==> config.mk <==
export PLATFORM = sky130hd
export DESIGN_NAME = memory_game
export DESIGN_NICKNAME = d
export VERILOG_FILES = /design/src/source/game_data_pkg.sv /design/src/source/game_ctrl_pkg.sv /design/src/source/play_capture.sv /design/src/source/sequence_store.sv /design/src/source/game_controller.sv /design/src/source/memory_game.sv
export VERILOG_INCLUDE_DIRS = /design/src /design/src/source
export SDC_FILE = /design/constraint.sdc
export NUM_CORES = 1
export LEC_CHECK = 0
export BUFFER_PORTS_ARGS = -buffer_cell sky130_fd_sc_hd__buf_4
export CAP_MARGIN = 40
export CORE_ASPECT_RATIO = 1.1
export CORE_MARGIN = 8
export CORE_UTILIZATION = 55
export CTS_BUF_LIST = sky130_fd_sc_hd__clkbuf_8
export DETAILED_ROUTE_END_ITERATION = 7
export PLACE_DENSITY = 0.89
export SETUP_SLACK_MARGIN = 0.1
export SYNTH_ARGS = -nofsm -noshare
export SYNTH_HDL_FRONTEND = slang
export SYNTH_SLANG_ARGS = --single-unit
==> constraint.sdc <==
create_clock -name clock -period 1.5 [get_ports clock]
set_clock_uncertainty 0.05 [all_clocks]
set_input_delay 0.45 -clock clock [delete_from_list [all_inputs] [get_ports clock]]
set_output_delay 0.45 -clock clock [all_outputs]
set_load 0.01 [all_outputs]
==> src/source/game_params.svh <==
// Build-time configuration of the memory game
// Sequence ROM depth, level-0 game length and the play timeout

`ifndef GAME_PARAMS_SVH
`define GAME_PARAMS_SVH

// Entries in the sequence ROM, one per round of a level-1 game
`define GAME_ROM_DEPTH 16

// Rounds in a level-0 game
`define GAME_HALF_DEPTH 8

// Clock cycles allowed between two plays
// At 50 MHz this is 100 us
`define GAME_TIMEOUT_CYCLES 5000

`endif

==> src/source/game_data_pkg.sv <==
// Data types shared by the memory game datapath
// Play, sequence address and wait counter widths
// Fixed play sequence read by the ROM

`include "game_params.svh"

package game_data_pkg;

    // One play, a one-hot key mask
    typedef logic [3:0] play_t;

    // Index into the sequence ROM
    typedef logic [3:0] seq_addr_t;

    // Timeout counter, wide enough for GAME_TIMEOUT_CYCLES
    typedef logic [12:0] wait_count_t;

    // Sequence to be repeated, as key masks
    localparam play_t GAME_SEQUENCE [0:`GAME_ROM_DEPTH-1] = '{
        4'h1, 4'h2, 4'h4, 4'h8,
        4'h4, 4'h2, 4'h1, 4'h8,
        4'h2, 4'h4, 4'h1, 4'h8,
        4'h8, 4'h1, 4'h4, 4'h2
    };

endpackage

==> src/source/game_ctrl_pkg.sv <==
// Control types of the memory game
// Controller state enum
// Control bundle to the datapath and status bundle to the outside

package game_ctrl_pkg;

    import game_data_pkg::*;

    // Controller states
    typedef enum logic [2:0] {
        st_idle,
        st_wait_play,
        st_compare,
        st_next,
        st_won,
        st_lost
    } game_state_e;

    // Commands from the controller to capture and store
    typedef struct packed {
        // Empty the play register
        logic clear_play;
        // Back to round 0, restart the timer, load the level
        logic clear_addr;
        // Step to the next sequence entry
        logic advance_addr;
        // Timer runs only while this is set
        logic arm_timer;
    } game_ctrl_t;

    // Game status seen by the player
    typedef struct packed {
        // Waiting for a play
        logic      ready;
        logic      won;
        logic      lost;
        // Loss came from the timer, not a wrong key
        logic      timed_out;
        // Current sequence index
        seq_addr_t round;
    } game_status_t;

endpackage

==> src/source/play_capture.sv <==
// Play capture for the memory game
// Key sampling and press detection
// Play register loaded on each new press
// Wait timer that flags a missing play

`timescale 1ns/1ns

`include "game_params.svh"

module play_capture
    import game_data_pkg::*;
    import game_ctrl_pkg::*;
(
    input  logic       clock,
    input  logic       reset,
    input  play_t      keys,
    input  game_ctrl_t ctrl,
    output logic       play_strobe,
    output play_t      play,
    output logic       timeout
);

    // Keys as sampled on the first edge
    play_t       keys_q;
    // Any key held one cycle later
    logic        pressed_q;
    // Keys went from all released to something pressed
    logic        new_press;
    wait_count_t wait_count;

    // Register the raw keys
    always_ff @(posedge clock) begin
        if (reset) begin
            keys_q    <= '0;
            pressed_q <= 1'b0;
        end else begin
            keys_q    <= keys;
            pressed_q <= |keys_q;
        end
    end

    // Rising edge of "any key pressed"
    // Holding a key never gives a second press
    assign new_press = (|keys_q) && !pressed_q;

    // Strobe lines up with the loaded play
    always_ff @(posedge clock) begin
        if (reset) begin
            play_strobe <= 1'b0;
        end else begin
            play_strobe <= new_press;
        end
    end

    // Play register, emptied at game start
    always_ff @(posedge clock) begin
        if (ctrl.clear_play) begin
            play <= '0;
        end else if (new_press) begin
            play <= keys_q;
        end
    end

    // Wait timer
    // Restarts on each play and on game start
    always_ff @(posedge clock) begin
        if (reset || ctrl.clear_addr || play_strobe) begin
            wait_count <= '0;
        end else if (ctrl.arm_timer) begin
            wait_count <= wait_count + 1'b1;
        end
    end

    // One cycle at the limit
    assign timeout = ctrl.arm_timer &&
                     (wait_count == wait_count_t'(`GAME_TIMEOUT_CYCLES - 1));

endmodule

==> src/source/sequence_store.sv <==
// Sequence storage for the memory game
// Level register captured at game start
// Address counter over the sequence
// Synchronous ROM and end-of-round flag

`timescale 1ns/1ns

`include "game_params.svh"

module sequence_store
    import game_data_pkg::*;
    import game_ctrl_pkg::*;
(
    input  logic       clock,
    input  logic       reset,
    input  logic       level,
    input  game_ctrl_t ctrl,
    output play_t      expected,
    output logic       last_entry,
    output seq_addr_t  round
);

    // Level chosen at start, 0 short game, 1 full game
    logic      level_q;
    seq_addr_t addr;
    // Final index of the chosen level
    seq_addr_t last_addr;

    // Level is sampled only when a game starts
    always_ff @(posedge clock) begin
        if (reset) begin
            level_q <= 1'b0;
        end else if (ctrl.clear_addr) begin
            level_q <= level;
        end
    end

    // Address counter
    // Clear wins over advance
    always_ff @(posedge clock) begin
        if (reset || ctrl.clear_addr) begin
            addr <= '0;
        end else if (ctrl.advance_addr) begin
            addr <= addr + 1'b1;
        end
    end

    // Clocked ROM read
    // Valid one cycle after the address moves
    always_ff @(posedge clock) begin
        expected <= GAME_SEQUENCE[addr];
    end

    // Index 7 for level 0, index 15 for level 1
    assign last_addr = level_q ? seq_addr_t'(`GAME_ROM_DEPTH - 1)
                               : seq_addr_t'(`GAME_HALF_DEPTH - 1);

    assign last_entry = (addr == last_addr);

    // Round shown to the player
    assign round = addr;

endmodule

==> src/source/game_controller.sv <==
// Control unit of the memory game
// FSM over wait, compare and next
// Win and loss decision, timeout tracking
// Control bundle and status bundle

`timescale 1ns/1ns

module game_controller
    import game_data_pkg::*;
    import game_ctrl_pkg::*;
(
    input  logic         clock,
    input  logic         reset,
    input  logic         start,
    input  logic         play_strobe,
    input  play_t        play,
    input  logic         timeout,
    input  play_t        expected,
    input  logic         last_entry,
    input  seq_addr_t    round,
    output game_ctrl_t   ctrl,
    output game_status_t status
);

    game_state_e state;
    game_state_e state_next;
    // Start accepted, only when no game is running
    logic        restart;
    // Loss caused by the timer, held with the result
    logic        timed_out_q;
    logic        match;

    // Start is ignored mid-game
    assign restart = start &&
                     ((state == st_idle) || (state == st_won) || (state == st_lost));

    // Plain equality, play against the ROM entry
    assign match = (play == expected);

    // State register
    always_ff @(posedge clock) begin
        if (reset) begin
            state <= st_idle;
        end else begin
            state <= state_next;
        end
    end

    // Next state
    always_comb begin
        state_next = state;
        case (state)
            st_idle: begin
                if (restart) begin
                    state_next = st_wait_play;
                end
            end
            st_wait_play: begin
                // A play beats a timeout in the same cycle
                if (play_strobe) begin
                    state_next = st_compare;
                end else if (timeout) begin
                    state_next = st_lost;
                end
            end
            st_compare: begin
                if (!match) begin
                    state_next = st_lost;
                end else if (last_entry) begin
                    state_next = st_won;
                end else begin
                    state_next = st_next;
                end
            end
            st_next: begin
                state_next = st_wait_play;
            end
            st_won, st_lost: begin
                // Result held until a new start
                if (restart) begin
                    state_next = st_wait_play;
                end
            end
            default: begin
                state_next = st_idle;
            end
        endcase
    end

    // Timeout flag
    // Set on the edge that leaves wait_play for lost
    always_ff @(posedge clock) begin
        if (reset || restart) begin
            timed_out_q <= 1'b0;
        end else if ((state == st_wait_play) && !play_strobe && timeout) begin
            timed_out_q <= 1'b1;
        end
    end

    // Commands to the datapath
    // Start clears play, address, timer and loads the level in one edge
    always_comb begin
        ctrl.clear_play   = restart;
        ctrl.clear_addr   = restart;
        ctrl.advance_addr = (state == st_next);
        ctrl.arm_timer    = (state == st_wait_play);
    end

    // Status decoded from the state
    always_comb begin
        status.ready     = (state == st_wait_play);
        status.won       = (state == st_won);
        status.lost      = (state == st_lost);
        status.timed_out = timed_out_q;
        status.round     = round;
    end

endmodule

==> src/source/memory_game.sv <==
// Top level of the memory game
// Play capture and sequence store side by side
// Controller combines their results

`timescale 1ns/1ns

module memory_game
    import game_data_pkg::*;
    import game_ctrl_pkg::*;
(
    input  logic         clock,
    input  logic         reset,
    input  logic         start,
    input  logic         level,
    input  play_t        keys,
    output game_status_t status
);

    // Controller commands, shared by both datapath blocks
    game_ctrl_t ctrl;

    // From capture
    logic       play_strobe;
    play_t      play;
    logic       timeout;

    // From store
    play_t      expected;
    logic       last_entry;
    seq_addr_t  round;

    play_capture i_capture (
        .clock       (clock),
        .reset       (reset),
        .keys        (keys),
        .ctrl        (ctrl),
        .play_strobe (play_strobe),
        .play        (play),
        .timeout     (timeout)
    );

    sequence_store i_store (
        .clock      (clock),
        .reset      (reset),
        .level      (level),
        .ctrl       (ctrl),
        .expected   (expected),
        .last_entry (last_entry),
        .round      (round)
    );

    game_controller i_control (
        .clock       (clock),
        .reset       (reset),
        .start       (start),
        .play_strobe (play_strobe),
        .play        (play),
        .timeout     (timeout),
        .expected    (expected),
        .last_entry  (last_entry),
        .round       (round),
        .ctrl        (ctrl),
        .status      (status)
    );

endmodule

### After elaboration in Yosys (flattened, before gate mapping)

Memory sizes are Yosys's and may differ from the RTL's. A register that Yosys moved wholly into a read port is not among the register bits.
Index checks and enable logic that the tools add are counted.

| storage, ports and cells | value |
|---|---|
| register bits | 32 |
| bits in latches | 0 |
| memory bits (writable) | 0 |
| ROM bits | 64 |
| input bits | 8 |
| output and inout bits | 8 |
| word-level logic and storage cells | 45 |
| memories kept | 1 |

Memories:

| name | depth | bits a word | rd ports | clocked after Yosys merged registers in | write ports | line | text |
|---|---|---|---|---|---|---|---|
| (name not given) | 16 | 4 | 1 | 1 | 0 | sequence_store.sv:51 | `expected <= GAME_SEQUENCE[addr];` |

| operators by class | value |
|---|---|
| add/sub/neg operators | 2 |
| multipliers | 0 |
| div/mod/pow operators | 0 |
| order comparisons | 0 |
| equality and inequality tests | 10 |
| shift operators | 0 |
| mux-type cells | 7 |
| bitwise operators | 1 |
| reductions and logical operators | 15 |

Operator list:

| operator | number |
|---|---|
| 3-bit two-way mux | 5 |
| 13-bit by 1-bit adder with 13-bit output (second input constant) | 1 |
| 13-bit == test (second input constant) | 1 |
| 3-bit one-hot mux with 4 select lines | 1 |
| 4-bit == test | 2 |
| 3-bit by 2-bit == test with 1-bit output (second input constant) | 2 |
| 3-bit == test (second input constant) | 2 |
| 1-bit logical AND | 5 |
| 4-bit NOT with 5-bit output | 1 |
| 4-bit by 1-bit adder with 4-bit output (second input constant) | 1 |
| 1-bit logical OR | 4 |
| 4-bit two-way mux | 1 |
| 4-bit OR reduction | 1 |
| 3-bit by 1-bit == test with 1-bit output (second input constant) | 1 |
| 3-bit zero test | 1 |
| 3-bit by 2-bit != test with 1-bit output (second input constant) | 1 |
| 3-bit OR reduction | 1 |
| 1-bit zero test | 2 |
| 2-bit by 1-bit != test with 1-bit output (second input constant) | 1 |
| 2-bit AND reduction | 1 |

### Depth between registers and ports, before layout

Gate-level depths: netlist of the first run.

| depth | value |
|---|---|
| depth in word-level cells | 6 |
| gate-level depth with buffers | 6 |
| depth with buffers taken out | 5 |

### By module

A second synthesis of the first run with hierarchy kept.

| second synthesis, totals | value |
|---|---|
| cells, all modules | 194 |
| area total of the unflattened synthesis | 1831.8 µm² |

By module, submodules not included:

| module | instances | cells an instance | area each (µm²) | seq. area each (µm²) |
|---|---|---|---|---|
| play_capture | 1 | 100 | 932.1 | 460.4 |
| sequence_store | 1 | 47 | 491.7 | 180.2 |
| game_controller | 1 | 47 | 407.9 | 80.1 |

### Least setup slack after synthesis of the first run

No wires, ideal clock.

| timing | value |
|---|---|
| kind | input to register |
| start | input port start |
| end | register i_capture.wait_count[0] |
| setup time | 0.064 ns |
| data arrival time | 1.410 ns |
| path slack | -0.024 ns |
| stages on the path | 6 |
| path through | nor2b_1 -> and2_1 -> buf_6 -> or3_4 -> buf_6 -> nor2_1 |

| on the way | value |
|---|---|
| word-level cells in the longest chain between the ends | 3 |

RTL lines:

| item | line | text |
|---|---|---|
| from (decl) | memory_game.sv:13 | `input logic start,` |
| 1-bit logical AND | game_controller.sv:34 | `assign restart = start &&` |
| 1-bit logical OR (2 in a row) | play_capture.sv:67 | `if (reset \|\| ctrl.clear_addr \|\| play_strobe) begin` |
| to (signal assigned) | play_capture.sv:70 | `wait_count <= wait_count + 1'b1;` |
| to (decl) | play_capture.sv:29 | `wait_count_t wait_count;` |

Every way passes these cells.
A chain may end at the register's enable or synchronous reset.

==> impl_metrics.env, run 1 <==
export IMPL_status="finished, violations left"
export IMPL_violations="negative setup slack"
export IMPL_ys_seq_area_share_pct=42.8
export IMPL_io_pins=16
export IMPL_max_freq_mhz=617
export IMPL_drt_total_wl_microns=4460
export IMPL_worstPathCellList="buf_6 > nor3b_4 > buf_6"
export IMPL_initial_core_util_pct=56.2
export IMPL_placed_cell_area_sq_um=1930
export IMPL_top_layer="met4"
export IMPL_drtIter0Drc=80
export IMPL_fin_area_sq_um=2380
export IMPL_cp_num_buf_inv=2
export IMPL_io_buffers=15
export IMPL_grt_max_degree=13
export IMPL_fin_crit_ns=1.62
export IMPL_ir_worst_vdd_mv=0.995
export IMPL_grt_total_usage_pct=16.8
export IMPL_ys_types=40
export IMPL_crit_path_end_kind="primary output"
export IMPL_syn_area_per_cell_sq_um=9.10
export IMPL_cts_tree="done"
export IMPL_critPathArrivalTime_ns=1.12
export IMPL_slew_violations=0
export IMPL_synthTopCellsByCount="dfxtp_1 (36), nor2_1 (27), a21oi_1 (10), nor2b_1 (10), xor2_1 (10)"
export IMPL_start_kind="register"
export IMPL_cp_slowest_cell="dfxtp_2"
export IMPL_async_reset_ff_share_pct=0
export IMPL_synthesis_area_sq_um=1680
export IMPL_setup_viol=13
export IMPL_synth_area_leaders="dfxtp_1 (43%), nor2_1 (6.0%), xor2_1 (5.2%)"
export IMPL_n_antenna_cell=0
export IMPL_maxCapViolations=0
export IMPL_clock_path_buffers=2
export IMPL_synth_most_common_cell="dfxtp_1"
export IMPL_fin_util_pct=79.3
export IMPL_drive_gt1_share_pct=43.8
export IMPL_cts_root_buffer="clkbuf_8"
export IMPL_worst_pin_slew_ns=0.313
export IMPL_worst_slack_ns=-0.120
export IMPL_design_core_area_sq_um=3000
export IMPL_hold_path_class="in -> reg"
export IMPL_rows=21
export IMPL_crit_top_cell="buf_6"
export IMPL_crit_start="i_control.state[1]"
export IMPL_antenna_found_initial=0
export IMPL_rr_startpoint="i_control.state[1]"
export IMPL_synth_fp_nets=198
export IMPL_power_mw=2.27
export IMPL_synth_cells=185
export IMPL_grt_pass1_vias=1461
export IMPL_cellPowerDensity_nw_per_um2=956
export IMPL_critical_path_required_ns=1.00
export IMPL_cts_buffers=5
export IMPL_final_nets=245
export IMPL_wl_per_cell_microns=16.7
export IMPL_die_y_microns=74.0
export IMPL_grt_overflow_total=0
export IMPL_avgViaCountPerCell=5.64
export IMPL_wl_met1_microns=1780
export IMPL_rsz0062_at_grt="true"
export IMPL_gp_congestion=0.881
export IMPL_first_pass_iters=4
export IMPL_met2WireLength_microns=2360
export IMPL_yosysWarnings=0
export IMPL_clk_pin_slew_ns=0.08
export IMPL_reg2reg_slack_ns=-0.10
export IMPL_worstRegToRegCells=7
export IMPL_period_share_pct=108
export IMPL_fp_dieW_microns=68.7
export IMPL_drc=0
export IMPL_hold_viol=0
export IMPL_ys_flop_type="dfxtp_1"
export IMPL_areaGrowthSynthToFinish_pct=41.2
export IMPL_synth_edf_count=0
export IMPL_htreeDepth=2
export IMPL_cp_top_family="flip-flops"
export IMPL_slew_headroom_pct=78.9
export IMPL_timing_worst_setup_path_type="reg -> out"
export IMPL_dpl_hpwl_microns=2620
export IMPL_ant_nets=0
export IMPL_fillCellCount=188
export IMPL_num_vias=1507
export IMPL_path_max_fanout=2
export IMPL_synth_seq_cells=36
export IMPL_crit_end="status[7]"
export IMPL_yosys_area_top_type="dfxtp_1"
export IMPL_synth_top_area_share_pct=42.8
export IMPL_clock_sinks=36
export IMPL_cp_num_cells=3
export IMPL_die_area_sq_um=5090
export IMPL_met3_length_microns=160
export IMPL_r2r_end="i_capture.wait_count[12]"
export IMPL_grt_pass1_wl_microns=6420
export IMPL_clk_latency_ns=0.30
export IMPL_leakage_nw=0.953
export IMPL_critical_path_max_stage_delay_ns=0.34
==> how the worst min path moves through the flow <==
| stage | start | to | slack [ns] | depth (start not counted) |
|---|---|---|---|---|
| global route | keys[0] | i_capture.keys_q[0] | 0.32 | 2 |
| floorplan | i_control.timed_out_q | i_control.timed_out_q | 0.39 | 2 |
| CTS | keys[3] | i_capture.keys_q[3] | 0.32 | 2 |
| finish | keys[3] | i_capture.keys_q[3] | 0.32 | 2 |
| global placement | i_control.timed_out_q | i_control.timed_out_q | 0.41 | 2 |
| detailed placement | i_control.timed_out_q | i_control.timed_out_q | 0.41 | 2 |
==> routing by layer <==
metal / vias to the layer above / track usage, %
met3: 16 / 5.57
met5: - / 0
li1: 724 / -
met2: 34 / 28.4
met4: 0 / 10.3
met1: 733 / 17.3
==> area by class of cell <==
type                            count  area (sq um)  share of cell area (%)
Inverter                            4          15.0                   0.632
Sequential cell                    36           733                    30.9
Timing Repair Buffer               47           413                    17.4
Clock buffer                        6          82.6                    3.48
Clock inverter                      2          10.0                   0.421
Multi-Input combinational cell    138          1080                    45.4
Tap cell                           34          42.5                    1.79
==> through the flow <==
stage / instances / worst slack (ns) / TNS [ns] / hold slack (ns)
finish: 267 / -0.120 / -0.751 / 0.323
floorplan: 185 / -0.00236 / -0.0236 / 0.388
global placement: 243 / 0.00240 / 0 / 0.409
global route: 267 / -0.145 / -1.41 / 0.321
detailed placement: 243 / -0.0457 / -0.171 / 0.414
CTS: 260 / -0.0834 / -0.340 / 0.318
==> cell usage in the layout, fill, tap and decap left out, types with 4 or more instances in the layout <==
master / instances
nor2_2: 6
nor2_1: 21
xor2_1: 9
dfxtp_1: 28
o21ai_0: 5
dfxtp_2: 7
ha_1: 4
clkbuf_8: 6
nor2b_1: 8
inv_1: 4
mux2i_1: 5
nand2_1: 6
buf_4: 32
or3_4: 4
buf_6: 14
a21oi_1: 7
xnor2_1: 6
nand4_1: 6
==> report_power, final <==
part / leakage (nW) / internal (mW) / total, mW / switching [mW]
logic: 0.605 / 0.290 / 0.525 / 0.235
registers: 0.297 / 0.995 / 1.03 / 0.0352
clock network: 0.0510 / 0.366 / 0.715 / 0.349
total: 0.953 / 1.65 / 2.27 / 0.620
==> logic make-up (layout without fill, tap and decap cells) <==
group / after synthesis / after routing / share of synthesized area (%)
buffers and inverters: 12 / 59 / 3.87
DFF: 36 / 36 / 42.8
muxes: 6 / 6 / 3.64
xor gates and xnor gates: 17 / 17 / 8.85
and+or+nand+nor: 86 / 87 / 28.8
AOI/OAI and AO/OA: 23 / 23 / 8.25
adders and majority gates: 5 / 5 / 3.72
==> repair_timing <==
| action | in CTS | in global routing |
|---|---|---|
| gates resized for setup | 26 | 35 |
| pin swaps | 8 | 19 |
| buffers inserted | 8 | 8 |
| endpoints found under the setup margin | 27 | 24 |
| hold buffers | 0 | 0 |
| gates cloned | 1 | 0 |
==> state kept, by name (all words and copies together) (netlist names), 3 cells and up <==
name,flops
i_capture.wait_count,13
i_capture.keys_q,4
i_capture.play,4
i_store.expected,4
i_store.round,4
i_control.state,3
(Power assumes the default switching activity.)
==> inputs of run 2 (changes only) <==
--- a/config.mk
+++ b/config.mk
@@ -15,6 +15,7 @@
 export DETAILED_ROUTE_END_ITERATION = 7
 export PLACE_DENSITY = 0.89
 export SETUP_SLACK_MARGIN = 0.1
+export SKIP_LAST_GASP = 1
 export SYNTH_ARGS = -nofsm -noshare
 export SYNTH_HDL_FRONTEND = slang
 export SYNTH_SLANG_ARGS = --single-unit
==> run 2 against run 1 <==
Compared with the run above: the run still ends with negative setup slack left; critical path depth is the same; final area shrank 0.21%; setup slack gained 0.0018 ns; cell count is the same; routed wire length grew 1.3%; global-route usage is the same; die area is the same; worst hold slack lost 0.0014 ns; critical path type unchanged; largest power group unchanged; highest routed layer unchanged.
==> impl_metrics.env, run 2 (synthesis results as in run 1) <==
export IMPL_num_vias=1491
export IMPL_grt_pass1_vias=1461
export IMPL_design_core_area_sq_um=3000
export IMPL_drc=0
export IMPL_n_antenna_cell=0
export IMPL_final_nets=245
export IMPL_grt_pass1_wl_microns=6420
export IMPL_rsz0062_at_grt="true"
export IMPL_ant_nets=0
export IMPL_violations="negative setup slack"
export IMPL_fin_crit_ns=1.62
export IMPL_grt_max_degree=13
export IMPL_cts_root_buffer="clkbuf_8"
export IMPL_wl_per_cell_microns=16.9
export IMPL_slew_headroom_pct=78.2
export IMPL_htreeDepth=2
export IMPL_clock_path_buffers=2
export IMPL_max_freq_mhz=618
export IMPL_status="finished, violations left"
export IMPL_period_share_pct=108
export IMPL_tns_ns=-0.825
export IMPL_worst_slack_ns=-0.118
export IMPL_leakage_nw=0.941
export IMPL_grt_total_usage_pct=16.8
export IMPL_io_buffers=15
export IMPL_fin_util_pct=79.2
export IMPL_slew_violations=0
export IMPL_clk_latency_ns=0.30
export IMPL_drtIter0Drc=100
export IMPL_die_area_sq_um=5090
export IMPL_cts_buffers=5
export IMPL_maxCapViolations=0
export IMPL_placed_cell_area_sq_um=1930
export IMPL_layout_commonest_cell="buf_4"
export IMPL_grt_overflow_total=0
export IMPL_final_cell_mix="buf_4 (32), dfxtp_1 (28), nor2_1 (21)"
export IMPL_crit_path_end_kind="primary output"
export IMPL_critical_path_required_ns=1.00
export IMPL_dpl_hpwl_microns=2620
export IMPL_cellPowerDensity_nw_per_um2=959
export IMPL_largest_register_ff_count=13
export IMPL_drt_total_wl_microns=4510
export IMPL_avgViaCountPerCell=5.58
export IMPL_worst_pin_slew_ns=0.324
export IMPL_start_kind="register"
export IMPL_clock_sinks=36
export IMPL_hold_path_class="in -> reg"
export IMPL_timing_worst_setup_path_type="reg -> out"
export IMPL_hold_slack_ns=0.321
export IMPL_drive_gt1_share_pct=43.8
export IMPL_critPathArrivalTime_ns=1.12
export IMPL_antenna_found_initial=0
export IMPL_clk_pin_slew_ns=0.07
export IMPL_path_max_fanout=2
export IMPL_first_pass_iters=4
export IMPL_areaGrowthSynthToFinish_pct=40.9
export IMPL_die_y_microns=74.0
export IMPL_io_pins=16
export IMPL_setup_viol=12
export IMPL_fp_dieW_microns=68.7
export IMPL_ir_worst_vdd_mv=0.991
export IMPL_hold_viol=0
export IMPL_fillCellCount=192
export IMPL_initial_core_util_pct=56.2
export IMPL_rows=21
export IMPL_fin_area_sq_um=2370
export IMPL_gp_congestion=0.881
export IMPL_cts_tree="done"
export IMPL_largest_register="i_capture.wait_count"
## run 2: report_power, final
part	internal, mW	switching [mW]
Clock	0.366	0.351
Sequential	0.995	0.0347
Combinational	0.290	0.237
Total	1.65	0.622
## run 2: stage by stage
stage | cells | total power [mW] | setup slack (ns)
after CTS | 260 | 2.13 | -0.0834
after detailed placement | 243 | 1.34 | -0.0457
after global routing | 267 | 2.36 | -0.146
after floorplan | 185 | 1.24 | -0.00236
after global placement | 243 | 1.32 | 0.00240
final | 267 | 2.27 | -0.118
## run 2: per-layer routing
layer  vias to the layer above  global-route usage (%)  part of all wire [%]
li1                        726                       -                     -
met1                       718                    17.3                    40
met2                        36                    28.4                    53
met3                        11                    5.57                   3.3
met4                         0                    10.3                   2.8
met5                         -                       0                     0
## run 2: repair_timing
action,4_1_cts,5_1_grt
setup buffers,8,8
hold buffers,0,0
resized for setup,26,34
gates cloned,1,0
pin swaps,8,19
endpoints found under the setup margin,27,24
## run 2: cell type report
cell class / instances / area, sq um / share of cell area, %
clock buffers: 6 / 82.6 / 3.48
clock inverters: 2 / 10.0 / 0.422
inverters: 4 / 15.0 / 0.633
multi-input cells: 138 / 1070 / 45.3
flip-flops and latches: 36 / 733 / 30.9
well taps: 34 / 42.5 / 1.79
repair buffers: 47 / 413 / 17.4
## run 2: path summary, 6_finish.rpt
path / end / from / slack, ns / cells past startpoint
setup / recovery: status[7] / i_control.state[1] / -0.12 / 3
hold / removal: i_capture.keys_q[3] / keys[3] / 0.32 / 2
setup reg to reg: i_control.state[1] / i_control.state[1] / -0.10 / 7
hold reg to reg: i_control.timed_out_q / i_control.timed_out_q / 0.43 / 2
## run 2: worst max-delay path: stages, from the launching register on
cell and delay, ns:
dfxtp_2 0.34, buf_6 0.12, nor3b_4 0.23, buf_6 0.13
==> inputs of run 3 (changes only) <==
--- a/config.mk
+++ b/config.mk
@@ -8,12 +8,14 @@
 export LEC_CHECK = 0
 export BUFFER_PORTS_ARGS = -buffer_cell sky130_fd_sc_hd__buf_4
 export CAP_MARGIN = 40
+export CELL_PAD_IN_SITES_DETAIL_PLACEMENT = 0
+export CELL_PAD_IN_SITES_GLOBAL_PLACEMENT = 1
 export CORE_ASPECT_RATIO = 1.1
-export CORE_MARGIN = 8
-export CORE_UTILIZATION = 55
+export CORE_MARGIN = 2
+export CORE_UTILIZATION = 42
 export CTS_BUF_LIST = sky130_fd_sc_hd__clkbuf_8
 export DETAILED_ROUTE_END_ITERATION = 7
-export PLACE_DENSITY = 0.89
+export PLACE_DENSITY = 0.88
 export SETUP_SLACK_MARGIN = 0.1
 export SKIP_LAST_GASP = 1
 export SYNTH_ARGS = -nofsm -noshare
==> run 3 against run 2 <==
Compared with the run above: the flow still finishes with violations (negative setup slack); combinational power is 15% lower; die area is 11% lower; clock power is 7.0% lower; cell count is 6.7% higher; global-route usage is 1.3 points higher; via count is 2.7% lower; flip-flop and latch count stayed put; count of clock-buffer cells in the layout stayed put; critical path type unchanged; largest power group unchanged.
==> impl_metrics.env, run 3 (synthesis results as in run 1) <==
export IMPL_status="finished, violations left"
export IMPL_violations="negative setup slack"
export IMPL_drt_total_wl_microns=3670
export IMPL_io_pins=16
export IMPL_cp_slowest_cell="dfxtp_2"
export IMPL_dpl_hpwl_microns=2320
export IMPL_crit_start="i_control.state[1]"
export IMPL_final_nets=245
export IMPL_die_y_microns=70.4
export IMPL_htreeDepth=2
export IMPL_timing_worst_setup_path_type="reg -> out"
export IMPL_grt_pass1_wl_microns=6310
export IMPL_worstRegToRegCells=5
export IMPL_start_kind="register"
export IMPL_design_core_area_sq_um=3900
export IMPL_largest_register_ff_count=13
export IMPL_cts_buffers=5
export IMPL_period_share_pct=106
export IMPL_die_area_sq_um=4530
export IMPL_cp_top_family="flip-flops"
export IMPL_largest_register="i_capture.wait_count"
export IMPL_worstPathCellList="nor3b_4 > buf_6 > buf_6"
export IMPL_max_freq_mhz=632
export IMPL_holdBufCountCts=0
export IMPL_ant_nets=0
export IMPL_path_max_fanout=2
export IMPL_fin_area_sq_um=2350
export IMPL_crit_top_cell="buf_6"
export IMPL_layout_commonest_cell="buf_4"
export IMPL_hold_path_class="in -> reg"
export IMPL_hold_slack_ns=0.331
export IMPL_fp_dieW_microns=64.4
export IMPL_avgViaCountPerCell=5.09
export IMPL_cp_num_buf_inv=2
export IMPL_areaGrowthSynthToFinish_pct=39.6
export IMPL_hold_end="i_capture.keys_q[0]"
export IMPL_rr_startpoint="i_control.state[2]"
export IMPL_rows=24
export IMPL_n_antenna_cell=0
export IMPL_first_pass_iters=4
export IMPL_grt_total_usage_pct=18.1
export IMPL_grt_max_degree=13
export IMPL_grt_overflow_total=0
export IMPL_grt_pass1_vias=1439
export IMPL_crit_path_end_kind="primary output"
export IMPL_clock_sinks=36
export IMPL_critPathArrivalTime_ns=1.08
export IMPL_fin_util_pct=60.2
export IMPL_clk_latency_ns=0.28
export IMPL_clock_path_buffers=2
export IMPL_maxCapViolations=0
export IMPL_tns_ns=-0.293
export IMPL_drc=0
export IMPL_clk_pin_slew_ns=0.07
export IMPL_leakage_nw=0.923
export IMPL_io_buffers=15
export IMPL_wl_per_cell_microns=12.9
export IMPL_initial_core_util_pct=43.1
export IMPL_critical_path_required_ns=1.00
export IMPL_reg2reg_slack_ns=-0.02
export IMPL_hold_depth=2
export IMPL_placed_cell_area_sq_um=1990
export IMPL_fin_crit_ns=1.58
export IMPL_cp_num_cells=3
export IMPL_critical_path_max_stage_delay_ns=0.34
export IMPL_worst_pin_slew_ns=0.363
export IMPL_num_vias=1450
export IMPL_hp_start="keys[0]"
export IMPL_antenna_found_initial=0
export IMPL_final_cell_mix="buf_4 (38), dfxtp_1 (27), nor2_1 (17)"
export IMPL_slew_headroom_pct=75.7
export IMPL_cellPowerDensity_nw_per_um2=912
export IMPL_rsz0062_at_grt="true"
export IMPL_cts_tree="done"
export IMPL_r2r_end="i_capture.wait_count[1]"
export IMPL_hold_viol=0
export IMPL_setup_viol=9
export IMPL_drtIter0Drc=34
export IMPL_cts_root_buffer="clkbuf_8"
export IMPL_gp_congestion=0.773
export IMPL_worst_slack_ns=-0.0828
export IMPL_power_mw=2.14
export IMPL_drive_gt1_share_pct=42.5
export IMPL_slew_violations=0
export IMPL_ir_worst_vdd_mv=0.872
-- run 3: worst max path at each step --
stage / slack (ns) / end
6_report: -0.08 / status[7]
4_1_cts: -0.11 / status[7]
3_5_place_dp: -0.03 / i_capture.wait_count[12]
2_1_floorplan: -0.002 / i_capture.wait_count[3]
3_3_place_gp: -0.04 / i_control.state[0]
5_1_grt: -0.13 / status[7]
-- run 3: final cells by class --
cell class | count | area [sq um]
Fill cell | 350 | 1550
Multi-Input combinational cell | 138 | 1060
Sequential cell | 36 | 734
Timing Repair Buffer | 47 | 387
Clock buffer | 6 | 82.6
Tap cell | 52 | 65.1
Inverter | 4 | 15.0
Clock inverter | 2 | 7.51
-- run 3: layer usage --
metal,part of all wire (%),GRT usage [%]
met5,0,0
met4,2.2,8.51
met3,3.4,5.48
met2,50,30.1
met1,45,21.0
-- run 3: what timing repair did --
action,4_1_cts,5_1_grt
pin swaps,15,6
setup endpoints to repair,26,27
setup buffers,7,3
gates cloned,1,0
gates resized for setup,36,15
-- run 3: power breakdown --
group / switching, mW / internal [mW]
clock network: 0.307 / 0.360
registers: 0.0316 / 0.995
logic: 0.202 / 0.247
-- run 3: stage by stage --
stage	cells	worst slack (ns)
6_report	285	-0.0828
2_1_floorplan	185	-0.00236
3_3_place_gp	267	-0.0353
3_5_place_dp	267	-0.0332
5_1_grt	285	-0.132
4_1_cts	282	-0.106
-- run 3: worst register-to-register path, cell delays in order, from the launching register on --
cell	delay, ns
dfxtp_4	0.35
buf_4	0.16
nand2b_4	0.15
and2_4	0.17
or3_4	0.46
nor2_2	0.12
